===== src/include/uart_frame_cfg.svh =====
// UART frame analyser configuration
// widths, frame gap limit and frame queue depth

`ifndef UART_FRAME_CFG_SVH
`define UART_FRAME_CFG_SVH

// ----------------------------------------
// receive word and data byte
// ----------------------------------------
`define RX_WORD_W       12
`define DATA_W          8

// ----------------------------------------
// frame detection
// ----------------------------------------
// gap counter saturates at all ones
`define INTERVAL_CNT_W  8
// 11 ticks per byte plus 17 ticks of slack inside a frame
`define FRAME_GAP_BAUDS 28
`define BYTE_CNT_W      8

// time stamp inputs
`define MS_STAMP_W      12
`define SUB_STAMP_W     4

// ----------------------------------------
// frame record queue
// ----------------------------------------
`define FRAME_Q_DEPTH   4
`define FRAME_Q_CNT_W   3

`endif


===== src/uart_frame_pkg.sv =====
// UART frame analyser types
// decoder state encoding and the frame record layout

`include "uart_frame_cfg.svh"

package uart_frame_pkg;

    // ----------------------------------------
    // byte decoder FSM, one-hot
    // ----------------------------------------
    typedef enum logic [4:0] {
        // waiting for a received word
        IDLE = 5'b0_0001,
        // snapshot of the per-byte settings
        BUFF = 5'b0_0010,
        // bit order applied to the data
        PARR = 5'b0_0100,
        // parity compare
        CHCK = 5'b0_1000,
        // byte written or counted as error
        FIFO = 5'b1_0000
    } decode_state_e;

    // ----------------------------------------
    // frame record
    // ----------------------------------------
    // stamps belong to the start of the last byte of the frame
    typedef struct packed {
        logic [`SUB_STAMP_W-1:0] sub_stamp;
        logic [`MS_STAMP_W-1:0]  ms_stamp;
        logic [`BYTE_CNT_W-1:0]  byte_cnt;
    } frame_info_t;

endpackage

===== src/frame_event_if.sv =====
// frame event interface
// byte and frame events between decoder, tracker and frame queue

`timescale 1ns/1ps

interface frame_event_if;

    // pulse per accepted byte
    logic byte_good;
    // decoder ready for a new word
    logic decoder_idle;
    // pulse per closed frame
    logic frame_push;
    // record, valid with frame_push
    uart_frame_pkg::frame_info_t frame_info;

    modport decoder (
        output byte_good,
        output decoder_idle
    );

    modport tracker (
        input  byte_good,
        input  decoder_idle,
        output frame_push,
        output frame_info
    );

    modport queue (
        input  frame_push,
        input  frame_info
    );

endinterface


===== src/byte_decoder.sv =====
// byte decoder
// runs each received word through buffer, bit order, parity check and
// write, and counts the bytes that fail parity

`timescale 1ns/1ps

`include "uart_frame_cfg.svh"

module byte_decoder (
    input  logic                 clk,
    input  logic                 rst,
    input  logic                 byte_sync_i,
    input  logic [`RX_WORD_W-1:0] rx_word_i,
    input  logic                 parity_en_i,
    input  logic                 big_end_i,
    frame_event_if.decoder       ev,
    output logic                 byte_we_n_o,
    output logic [`DATA_W-1:0]   byte_data_o,
    output logic [`DATA_W-1:0]   parity_err_cnt_o
);

    // word layout: data in 10..3, parity in 2
    localparam int DATA_LSB = 3;
    localparam int PAR_BIT  = 2;

    uart_frame_pkg::decode_state_e state_r;

    logic                sync_q_r;
    logic                accept;
    logic [`DATA_W-1:0]  raw_data_r;
    logic                raw_par_r;
    logic                parity_en_r;
    logic                big_end_r;
    logic [`DATA_W-1:0]  data_rev;
    logic [`DATA_W-1:0]  data_r;
    logic                parity_ok_r;
    logic                we_n_r;
    logic [`DATA_W-1:0]  err_cnt_r;

    // busy from the cycle after a word is taken
    assign ev.decoder_idle = (state_r == uart_frame_pkg::IDLE) && !sync_q_r;
    assign accept          = byte_sync_i && ev.decoder_idle;

    // ----------------------------------------
    // FSM
    // ----------------------------------------
    always_ff @(posedge clk or negedge rst) begin
        if (!rst) begin
            state_r  <= uart_frame_pkg::IDLE;
            sync_q_r <= 1'b0;
        end else begin
            sync_q_r <= accept;
            case (state_r)
                uart_frame_pkg::IDLE: begin
                    if (sync_q_r) begin
                        state_r <= uart_frame_pkg::BUFF;
                    end
                end
                uart_frame_pkg::BUFF: state_r <= uart_frame_pkg::PARR;
                uart_frame_pkg::PARR: state_r <= uart_frame_pkg::CHCK;
                uart_frame_pkg::CHCK: state_r <= uart_frame_pkg::FIFO;
                uart_frame_pkg::FIFO: state_r <= uart_frame_pkg::IDLE;
                default:              state_r <= uart_frame_pkg::IDLE;
            endcase
        end
    end

    // little end order, field reversed
    always_comb begin
        for (int i = 0; i < `DATA_W; i++) begin
            data_rev[i] = raw_data_r[`DATA_W-1-i];
        end
    end

    // ----------------------------------------
    // data path
    // ----------------------------------------
    always_ff @(posedge clk) begin
        if (accept) begin
            raw_data_r <= rx_word_i[DATA_LSB +: `DATA_W];
            raw_par_r  <= rx_word_i[PAR_BIT];
        end
        // settings held for the whole byte
        if (state_r == uart_frame_pkg::BUFF) begin
            parity_en_r <= parity_en_i;
            big_end_r   <= big_end_i;
        end
        if (state_r == uart_frame_pkg::PARR) begin
            data_r <= big_end_r ? raw_data_r : data_rev;
        end
        // even parity over the data bits
        if (state_r == uart_frame_pkg::CHCK) begin
            parity_ok_r <= !parity_en_r || ((^raw_data_r) == raw_par_r);
        end
    end

    // ----------------------------------------
    // write strobe and error count
    // ----------------------------------------
    always_ff @(posedge clk or negedge rst) begin
        if (!rst) begin
            we_n_r    <= 1'b1;
            err_cnt_r <= '0;
        end else begin
            we_n_r <= 1'b1;
            if (state_r == uart_frame_pkg::FIFO) begin
                if (parity_ok_r) begin
                    we_n_r <= 1'b0;
                end else begin
                    // wraps
                    err_cnt_r <= err_cnt_r + 1'b1;
                end
            end
        end
    end

    assign ev.byte_good      = ~we_n_r;
    assign byte_we_n_o       = we_n_r;
    assign byte_data_o       = data_r;
    assign parity_err_cnt_o  = err_cnt_r;

endmodule


===== src/frame_info_queue.sv =====
// frame record queue
// oldest-first store of closed frames; overflow drops the oldest,
// reads load a registered output port

`timescale 1ns/1ps

`include "uart_frame_cfg.svh"

module frame_info_queue (
    input  logic                     clk,
    input  logic                     rst,
    input  logic                     frame_rd_i,
    frame_event_if.queue             ev,
    output logic [`FRAME_Q_CNT_W-1:0] frame_count_o,
    output logic [`MS_STAMP_W-1:0]   frame_ms_o,
    output logic [`SUB_STAMP_W-1:0]  frame_sub_o,
    output logic [`BYTE_CNT_W-1:0]   frame_bytes_o
);

    localparam int DEPTH = `FRAME_Q_DEPTH;
    localparam int CNT_W = `FRAME_Q_CNT_W;
    localparam int IDX_W = $clog2(DEPTH);

    // entry 0 is the oldest
    uart_frame_pkg::frame_info_t q_r [DEPTH];
    uart_frame_pkg::frame_info_t out_r;

    logic [CNT_W-1:0] cnt_r;
    logic             rd_q_r;
    logic             full;
    logic             rd_ok;
    logic             shift;
    logic [CNT_W-1:0] wr_pos;

    assign full  = (cnt_r == CNT_W'(DEPTH));
    // read strobe takes effect one edge after it is sampled
    assign rd_ok = rd_q_r && (cnt_r != '0);
    // a read or an overflow both retire the head
    assign shift = rd_ok || (ev.frame_push && full);
    // first free slot once the shift is done
    assign wr_pos = cnt_r - CNT_W'(shift);

    // ----------------------------------------
    // storage
    // ----------------------------------------
    always_ff @(posedge clk) begin
        if (shift) begin
            for (int i = 0; i < DEPTH - 1; i++) begin
                q_r[i] <= q_r[i+1];
            end
        end
        if (ev.frame_push) begin
            q_r[wr_pos[IDX_W-1:0]] <= ev.frame_info;
        end
    end

    // ----------------------------------------
    // occupancy and read port
    // ----------------------------------------
    always_ff @(posedge clk or negedge rst) begin
        if (!rst) begin
            rd_q_r <= 1'b0;
            cnt_r  <= '0;
            out_r  <= '0;
        end else begin
            rd_q_r <= frame_rd_i;
            if (ev.frame_push && !rd_ok && !full) begin
                cnt_r <= cnt_r + 1'b1;
            end else if (rd_ok && !ev.frame_push) begin
                cnt_r <= cnt_r - 1'b1;
            end
            // held until the next valid read
            if (rd_ok) begin
                out_r <= q_r[0];
            end
        end
    end

    assign frame_count_o = cnt_r;
    assign frame_ms_o    = out_r.ms_stamp;
    assign frame_sub_o   = out_r.sub_stamp;
    assign frame_bytes_o = out_r.byte_cnt;

endmodule


===== src/frame_tracker.sv =====
// frame tracker
// measures the idle gap between bytes in baud ticks, counts the good
// bytes of a frame and emits a stamped record when the frame ends

`timescale 1ns/1ps

`include "uart_frame_cfg.svh"

module frame_tracker (
    input  logic                    clk,
    input  logic                    rst,
    input  logic                    byte_sync_i,
    input  logic                    baud_tick_i,
    input  logic [`MS_STAMP_W-1:0]  ms_stamp_i,
    input  logic [`SUB_STAMP_W-1:0] sub_stamp_i,
    frame_event_if.tracker          ev
);

    localparam int GAP_W = `INTERVAL_CNT_W;
    localparam logic [GAP_W-1:0] GAP_LIMIT = GAP_W'(`FRAME_GAP_BAUDS);
    localparam int BCNT_W = `BYTE_CNT_W;

    logic [GAP_W-1:0]          gap_cnt_r;
    logic                      gap_flag_r;
    logic [BCNT_W-1:0]         byte_cnt_r;
    logic [`MS_STAMP_W-1:0]    ms_r;
    logic [`SUB_STAMP_W-1:0]   sub_r;
    logic                      close;
    logic                      push_r;
    uart_frame_pkg::frame_info_t info_r;

    // ----------------------------------------
    // gap measurement
    // ----------------------------------------
    always_ff @(posedge clk or negedge rst) begin
        if (!rst) begin
            // saturated, no frame open
            gap_cnt_r  <= '1;
            gap_flag_r <= 1'b1;
        end else if (byte_sync_i) begin
            gap_cnt_r  <= '0;
            gap_flag_r <= 1'b0;
        end else if (baud_tick_i) begin
            if (gap_cnt_r != '1) begin
                gap_cnt_r <= gap_cnt_r + 1'b1;
            end
            if (gap_cnt_r >= GAP_LIMIT) begin
                gap_flag_r <= 1'b1;
            end
        end
    end

    // start of the last byte
    always_ff @(posedge clk) begin
        if (byte_sync_i) begin
            ms_r  <= ms_stamp_i;
            sub_r <= sub_stamp_i;
        end
    end

    // ----------------------------------------
    // frame close
    // ----------------------------------------
    // wait for the decoder so a byte in flight lands in this frame
    assign close = ev.decoder_idle && gap_flag_r && (byte_cnt_r != '0);

    always_ff @(posedge clk or negedge rst) begin
        if (!rst) begin
            byte_cnt_r <= '0;
            push_r     <= 1'b0;
        end else begin
            push_r <= close;
            if (close) begin
                byte_cnt_r <= BCNT_W'(ev.byte_good);
            end else if (ev.byte_good) begin
                byte_cnt_r <= byte_cnt_r + 1'b1;
            end
        end
    end

    always_ff @(posedge clk) begin
        if (close) begin
            info_r.sub_stamp <= sub_r;
            info_r.ms_stamp  <= ms_r;
            info_r.byte_cnt  <= byte_cnt_r;
        end
    end

    assign ev.frame_push = push_r;
    assign ev.frame_info = info_r;

endmodule


===== src/uart_frame_analyser.sv =====
// UART frame analyser
// receive-side byte decoder with parity error count, frame detection
// by idle gap and a queue of stamped frame records for the host

`timescale 1ns/1ps

`include "uart_frame_cfg.svh"

module uart_frame_analyser (
    input  logic                     clk,
    input  logic                     rst,
    // shift register side
    input  logic                     byte_sync_i,
    input  logic [`RX_WORD_W-1:0]    rx_word_i,
    input  logic                     baud_tick_i,
    // control
    input  logic                     parity_en_i,
    input  logic                     big_end_i,
    // time stamps
    input  logic [`MS_STAMP_W-1:0]   ms_stamp_i,
    input  logic [`SUB_STAMP_W-1:0]  sub_stamp_i,
    // byte write port
    output logic                     byte_we_n_o,
    output logic [`DATA_W-1:0]       byte_data_o,
    output logic [`DATA_W-1:0]       parity_err_cnt_o,
    // frame record read port
    input  logic                     frame_rd_i,
    output logic [`FRAME_Q_CNT_W-1:0] frame_count_o,
    output logic [`MS_STAMP_W-1:0]   frame_ms_o,
    output logic [`SUB_STAMP_W-1:0]  frame_sub_o,
    output logic [`BYTE_CNT_W-1:0]   frame_bytes_o
);

    frame_event_if ev_if ();

    byte_decoder i_decoder (
        .clk              (clk),
        .rst              (rst),
        .byte_sync_i      (byte_sync_i),
        .rx_word_i        (rx_word_i),
        .parity_en_i      (parity_en_i),
        .big_end_i        (big_end_i),
        .ev               (ev_if.decoder),
        .byte_we_n_o      (byte_we_n_o),
        .byte_data_o      (byte_data_o),
        .parity_err_cnt_o (parity_err_cnt_o)
    );

    frame_tracker i_tracker (
        .clk         (clk),
        .rst         (rst),
        .byte_sync_i (byte_sync_i),
        .baud_tick_i (baud_tick_i),
        .ms_stamp_i  (ms_stamp_i),
        .sub_stamp_i (sub_stamp_i),
        .ev          (ev_if.tracker)
    );

    frame_info_queue i_queue (
        .clk           (clk),
        .rst           (rst),
        .frame_rd_i    (frame_rd_i),
        .ev            (ev_if.queue),
        .frame_count_o (frame_count_o),
        .frame_ms_o    (frame_ms_o),
        .frame_sub_o   (frame_sub_o),
        .frame_bytes_o (frame_bytes_o)
    );

endmodule


===== config.mk =====
export PLATFORM = sky130hd
export DESIGN_NAME = uart_frame_analyser
export DESIGN_NICKNAME = d
export VERILOG_FILES = /design/src/uart_frame_pkg.sv /design/src/frame_event_if.sv /design/src/byte_decoder.sv /design/src/frame_info_queue.sv /design/src/frame_tracker.sv /design/src/uart_frame_analyser.sv
export VERILOG_INCLUDE_DIRS = /design/src /design/src/include
export SDC_FILE = /design/constraint.sdc
export NUM_CORES = 1
export LEC_CHECK = 0
export BUFFER_PORTS_ARGS = -buffer_cell sky130_fd_sc_hd__buf_2
export CORE_MARGIN = 2
export CORE_UTILIZATION = 60
export CTS_CLUSTER_DIAMETER = 50
export DETAILED_ROUTE_END_ITERATION = 6
export PLACE_DENSITY = 0.8
export SKIP_LAST_GASP = 1
export SYNTH_ARGS = -nofsm -noshare
export SYNTH_HDL_FRONTEND = slang
export SYNTH_HIERARCHICAL = 1
export SYNTH_SLANG_ARGS = --single-unit

===== constraint.sdc =====
create_clock -name clk -period 11.5 [get_ports clk]
set_input_delay 1.725 -clock clk [delete_from_list [all_inputs] [get_ports clk]]
set_output_delay 1.725 -clock clk [all_outputs]
set_load 0.01 [all_outputs]

[Word-level counts from Yosys, hierarchy flattened]
Memory sizes are Yosys's and may differ from the RTL's. A register that Yosys moved wholly into a read port is not among the register bits.
Index checks and enable logic that the tools add are counted.
W data, S select, Z words.
Cells by class
  reduce and logical (&&, ||, !) cells: 27
  magnitude comparators: 1
  bitwise gates (word level): 2
  equal/unequal tests: 10
  mux-type cells: 19
  add/sub/neg operators: 6
Operator list (number)
  $mux W8: 6
  $add A8 B1 Y8 const B: 3
  $pmux W5 S4: 1
  $logic_and A1 B1 Y1: 9
  $mux W1: 9
  $ge A8 B5 Y1 const B: 1
  $ne A8 B8 Y1 const B: 1
  $reduce_bool A2 Y1: 4
  $reduce_bool A8 Y1: 1
  $reduce_xor A8 Y1: 1
  $logic_not A1 Y1: 6
  $mux W3: 2
  $reduce_and A2 Y1: 3
  $eq A5 B1 Y1 const B: 1
  $eq A5 B2 Y1 const B: 1
  $eq A5 B3 Y1 const B: 1
  $eq A5 B4 Y1 const B: 1
  $eq A5 B5 Y1 const B: 1
  $mux W5: 1
  $ne A2 B1 Y1 const B: 2
  $add A3 B1 Y3 const B: 1
  $eq A3 B3 Y1 const B: 1
  $reduce_bool A3 Y1: 1
  $sub A3 B1 Y3 const B: 1
  other kinds (4): 6
Storage, ports and cells
  register bits: 97
  RAM bits: 96
  memories kept: 1
  output and inout bits: 44
  input bits: 35
Memories
  i_queue.q_r: depth 4, bits a word 24, rd ports 4, clocked after Yosys merged registers in 1, write ports 4, line frame_info_queue.sv:25  | uart_frame_pkg::frame_info_t q_r [DEPTH];

[Logic depth before layout (Yosys ltp)]
  depth after elaboration: 6
  depth in mapped cells: 9

[By module]
The synthesis kept the hierarchy.
By module, submodules not included
  frame_info_queue: cells an instance 269, area each 5091.1 um^2, times used 1, sequential area each 3583.4 um^2
  frame_tracker: cells an instance 139, area each 2194.6 um^2, times used 1, sequential area each 1662.8 um^2
  byte_decoder: cells an instance 106, area each 1572.8 um^2, times used 1, sequential area each 978.4 um^2

[Least setup slack after synthesis]
Ideal clock, no wire load.
  path type: reg2reg
  from: register i_queue.cnt_r[0] (netlist: i_queue/frame_count_o[0])
  to: memory i_queue/q_r[3][0] (netlist name) (enable)
  stages on the path, launching flop included: 7
  setup slack: 7.707 ns
  arrival time: 3.352 ns
  cells stage by stage: dfrtp_1 > buf_2 > o32ai_1 > inv_1 > ha_1 > xnor2_4 > nor3b_1
RTL lines
  start: declaration: line frame_info_queue.sv:28  | logic [CNT_W-1:0] cnt_r;
  start signal: assignment: line frame_info_queue.sv:68  | cnt_r <= cnt_r + 1'b1;
  start signal: assignment: line frame_info_queue.sv:70  | cnt_r <= cnt_r - 1'b1;
  end: declaration: line frame_info_queue.sv:25

==> flow_metrics.env <==
export IMPL_finalSetupViolCount=0
export IMPL_hold_class="reg2reg"
export IMPL_area_growth_pct=13.7
export IMPL_nFillCells=928
export IMPL_synth_most_common_cell="edfxtp_1"
export IMPL_critPathLaunchType="register"
export IMPL_synthFlopType="edfxtp_1"
export IMPL_fin_area_um2=10100
export IMPL_ys_warn_count=6
export IMPL_cts_tree="yes"
export IMPL_crit_buf_inv=1
export IMPL_grt_start_max_net_pins=62
export IMPL_core_um2=14500
export IMPL_antenna_cells=0
export IMPL_powerDensity_nw_per_um2=208
export IMPL_syn_area_per_cell_um2=17.2
export IMPL_wire_per_inst_um=17.2
export IMPL_rsz0062_at_grt="no"
export IMPL_placed_area_um2=9330
export IMPL_antenna_found_initial=0
export IMPL_detailed_place_hpwl_um=9030
export IMPL_die_area_um2=15800
export IMPL_clock_latency_ns=0.51
export IMPL_place_gp_congestion=0.821
export IMPL_die_h_um=126
export IMPL_synth_cells=514
export IMPL_fin_tns_setup_ns=0
export IMPL_leakage_uw=0.00380
export IMPL_crit_required_ns=11.63
export IMPL_first_pass_iters=4
export IMPL_io_buffers=75
export IMPL_drc=0
export IMPL_whs_ns=0.414
export IMPL_post_cts_buffers=0
export IMPL_cts_resized=0
export IMPL_yosys_top_cells_count="edfxtp_1 (156), mux2_2 (105), dfrtp_1 (50), nor2_1 (14), inv_1 (12)"
export IMPL_ant_nets=0
export IMPL_overflow=0
export IMPL_cts_sinks=217
export IMPL_criticalPathCategory="reg2reg"
export IMPL_arrival_ns=3.65
export IMPL_critical_path_max_fanout=25
export IMPL_grt_pass1_vias=4619
export IMPL_grt_pass1_wl_um=23100
export IMPL_grt_use_total=0.179
export IMPL_end_kind="register"
export IMPL_drv_slew=0
export IMPL_synth_top_cell_area_share=0.529
export IMPL_syn_num_nets=556
export IMPL_numCtsBuffers=23
export IMPL_status="finished clean"
export IMPL_synth_area_top_cells="edfxtp_1 (53%), dfrtp_1 (14%), mux2_2 (13%)"
export IMPL_fin_nets=638
export IMPL_path_clk_slew_ns=0.06
export IMPL_synth_top_area_cell="edfxtp_1"
export IMPL_dpl_worst_slack_ns=8.01
export IMPL_fmax_mhz=285
export IMPL_tightestPinTransition_ns=1.20
export IMPL_drive_gt1_frac=0.398
export IMPL_crit_family="simple AND/OR/NAND/NOR gates"
export IMPL_final_cells=797
export IMPL_row_count=44
export IMPL_dp_cells=755
export IMPL_cpMaxStageDelayCell="nand2_1"
export IMPL_vias_per_cell=5.67
export IMPL_synth_seq_area_share=0.703
export IMPL_layout_setup_ws_ns=7.99
export IMPL_period_share=0.306
export IMPL_drt_iter0_markers=163
export IMPL_synth_async_reset_ratio=0.281
export IMPL_root_buffer="clkbuf_16"
export IMPL_timing_final_crit_period_ns=3.51
export IMPL_slew_headroom=0.201
export IMPL_clock_skew_ns=0.00975
export IMPL_top_level_ports=79
export IMPL_crit_chain="o32ai_1 -> inv_1 -> ha_1 -> xnor2_4 -> nand3b_4 -> nand2_1"
export IMPL_routed_wl_um=13700
export IMPL_ys_seq_elements=217
export IMPL_synthDistinctLibCells=60
export IMPL_maxCapViolations=0
export IMPL_vias=4516
export IMPL_synth_edff_count=156
export IMPL_hold_violations=0
export IMPL_syn_cell_area_um2=8860
export IMPL_clockBufferDepth=3
export IMPL_cp_slowest_stage_delay_ns=0.86
export IMPL_ir_drop_mv=0.143
export IMPL_die_x_um=126
export IMPL_initial_core_util=0.612
export IMPL_htreeDepth=1
export IMPL_ctsHoldBuffers=0
-- cells by family after synthesis --
kind of cell / share of synthesized area
DFF: 0.703
muxes: 0.142
and+or+nand+nor: 0.0678
AOI/OAI and AO/OA: 0.0285
buffers and inverters: 0.0243
xor gates and xnor gates: 0.0240
adders and majority gates: 0.0107
-- per-layer routing --
metal | track usage | vias up | part of all wire
met5 | 0 | - | 0
met4 | 0.0582 | 0 | 0.027
met3 | 0.0364 | 32 | 0.055
met2 | 0.298 | 130 | 0.50
met1 | 0.239 | 2226 | 0.42
li1 | - | 2128 | -
-- power breakdown --
part	switching (µW)	internal, µW	leakage [µW]
combinational	165	161	0.00125
clock	293	409	0.000354
sequential	72.4	994	0.00219
-- area by class of cell --
cell class,instances,area [µm²],area share
clock inverters,12,116,0.0116
flip-flops and latches,217,6220,0.618
multi-input cells,264,2430,0.242
inverters,12,45.0,0.00447
repair buffers,78,398,0.0395
well taps,184,230,0.0229
clock buffers,30,622,0.0618
-- placed cells by master (no fill, tap or decap), types with 8 or more instances in the layout --
| master | count |
|---|---|
| buf_2 | 75 |
| inv_1 | 12 |
| mux2_2 | 105 |
| nor2_1 | 14 |
| o21ai_0 | 8 |
| nand2_1 | 9 |
| xor2_1 | 8 |
| dfstp_2 | 11 |
| edfxtp_1 | 156 |
| clkbuf_16 | 23 |
| nand4_1 | 8 |
| xnor2_1 | 8 |
| dfrtp_1 | 50 |
-- worst paths after layout --
kind / from / endpoint / slack (ns) / cells after the start
worst max register to register: i_queue/frame_count_o[1] / i_queue/q_r[1][21] / 7.99 / 6
worst min-delay path: i_tracker/sub_r[1] / i_tracker/ev.frame_info[21] / 0.41 / 0
worst max-delay path: i_queue/frame_count_o[1] / i_queue/q_r[1][21] / 7.99 / 6
min in group asynchronous: rst / i_queue/frame_bytes_o[6] / 1.38 / 2
max in group asynchronous: rst / i_decoder/state_r[2] / 9.58 / 2
worst min register to register: i_tracker/sub_r[1] / i_tracker/ev.frame_info[21] / 0.41 / 0
-- worst register-to-register path, cell delays in order, from the launching register on --
cell      delay [ns]
dfrtp_1         0.56
o32ai_1         0.67
inv_1           0.10
ha_1            0.27
xnor2_4         0.31
nand3b_4        0.36
nand2_1         0.86
-- registers in the layout, indices dropped and copies added (netlist names), 3 cells and up --
name / cells
i_queue/frame_bytes_o: 8
i_tracker/ms_r: 12
i_tracker/ev.frame_info: 24
i_tracker/sub_r: 4
i_queue/q_r: 96
i_queue/frame_ms_o: 12
i_tracker/gap_cnt_r: 8
i_tracker/byte_cnt_r: 8
i_queue/frame_sub_o: 4
i_decoder/raw_data_r: 8
i_decoder/byte_data_o: 8
i_decoder/state_r: 5
i_queue/frame_count_o: 3
i_decoder/parity_err_cnt_o: 8
-- through the flow --
stage,power [µW],util
2_1_floorplan,1310,-
3_3_place_gp,1380,0.644
3_5_place_dp,1410,0.644
4_1_cts,2120,0.695
5_1_grt,2190,0.695
6_report,2090,0.695
(Power assumes the default switching activity.)
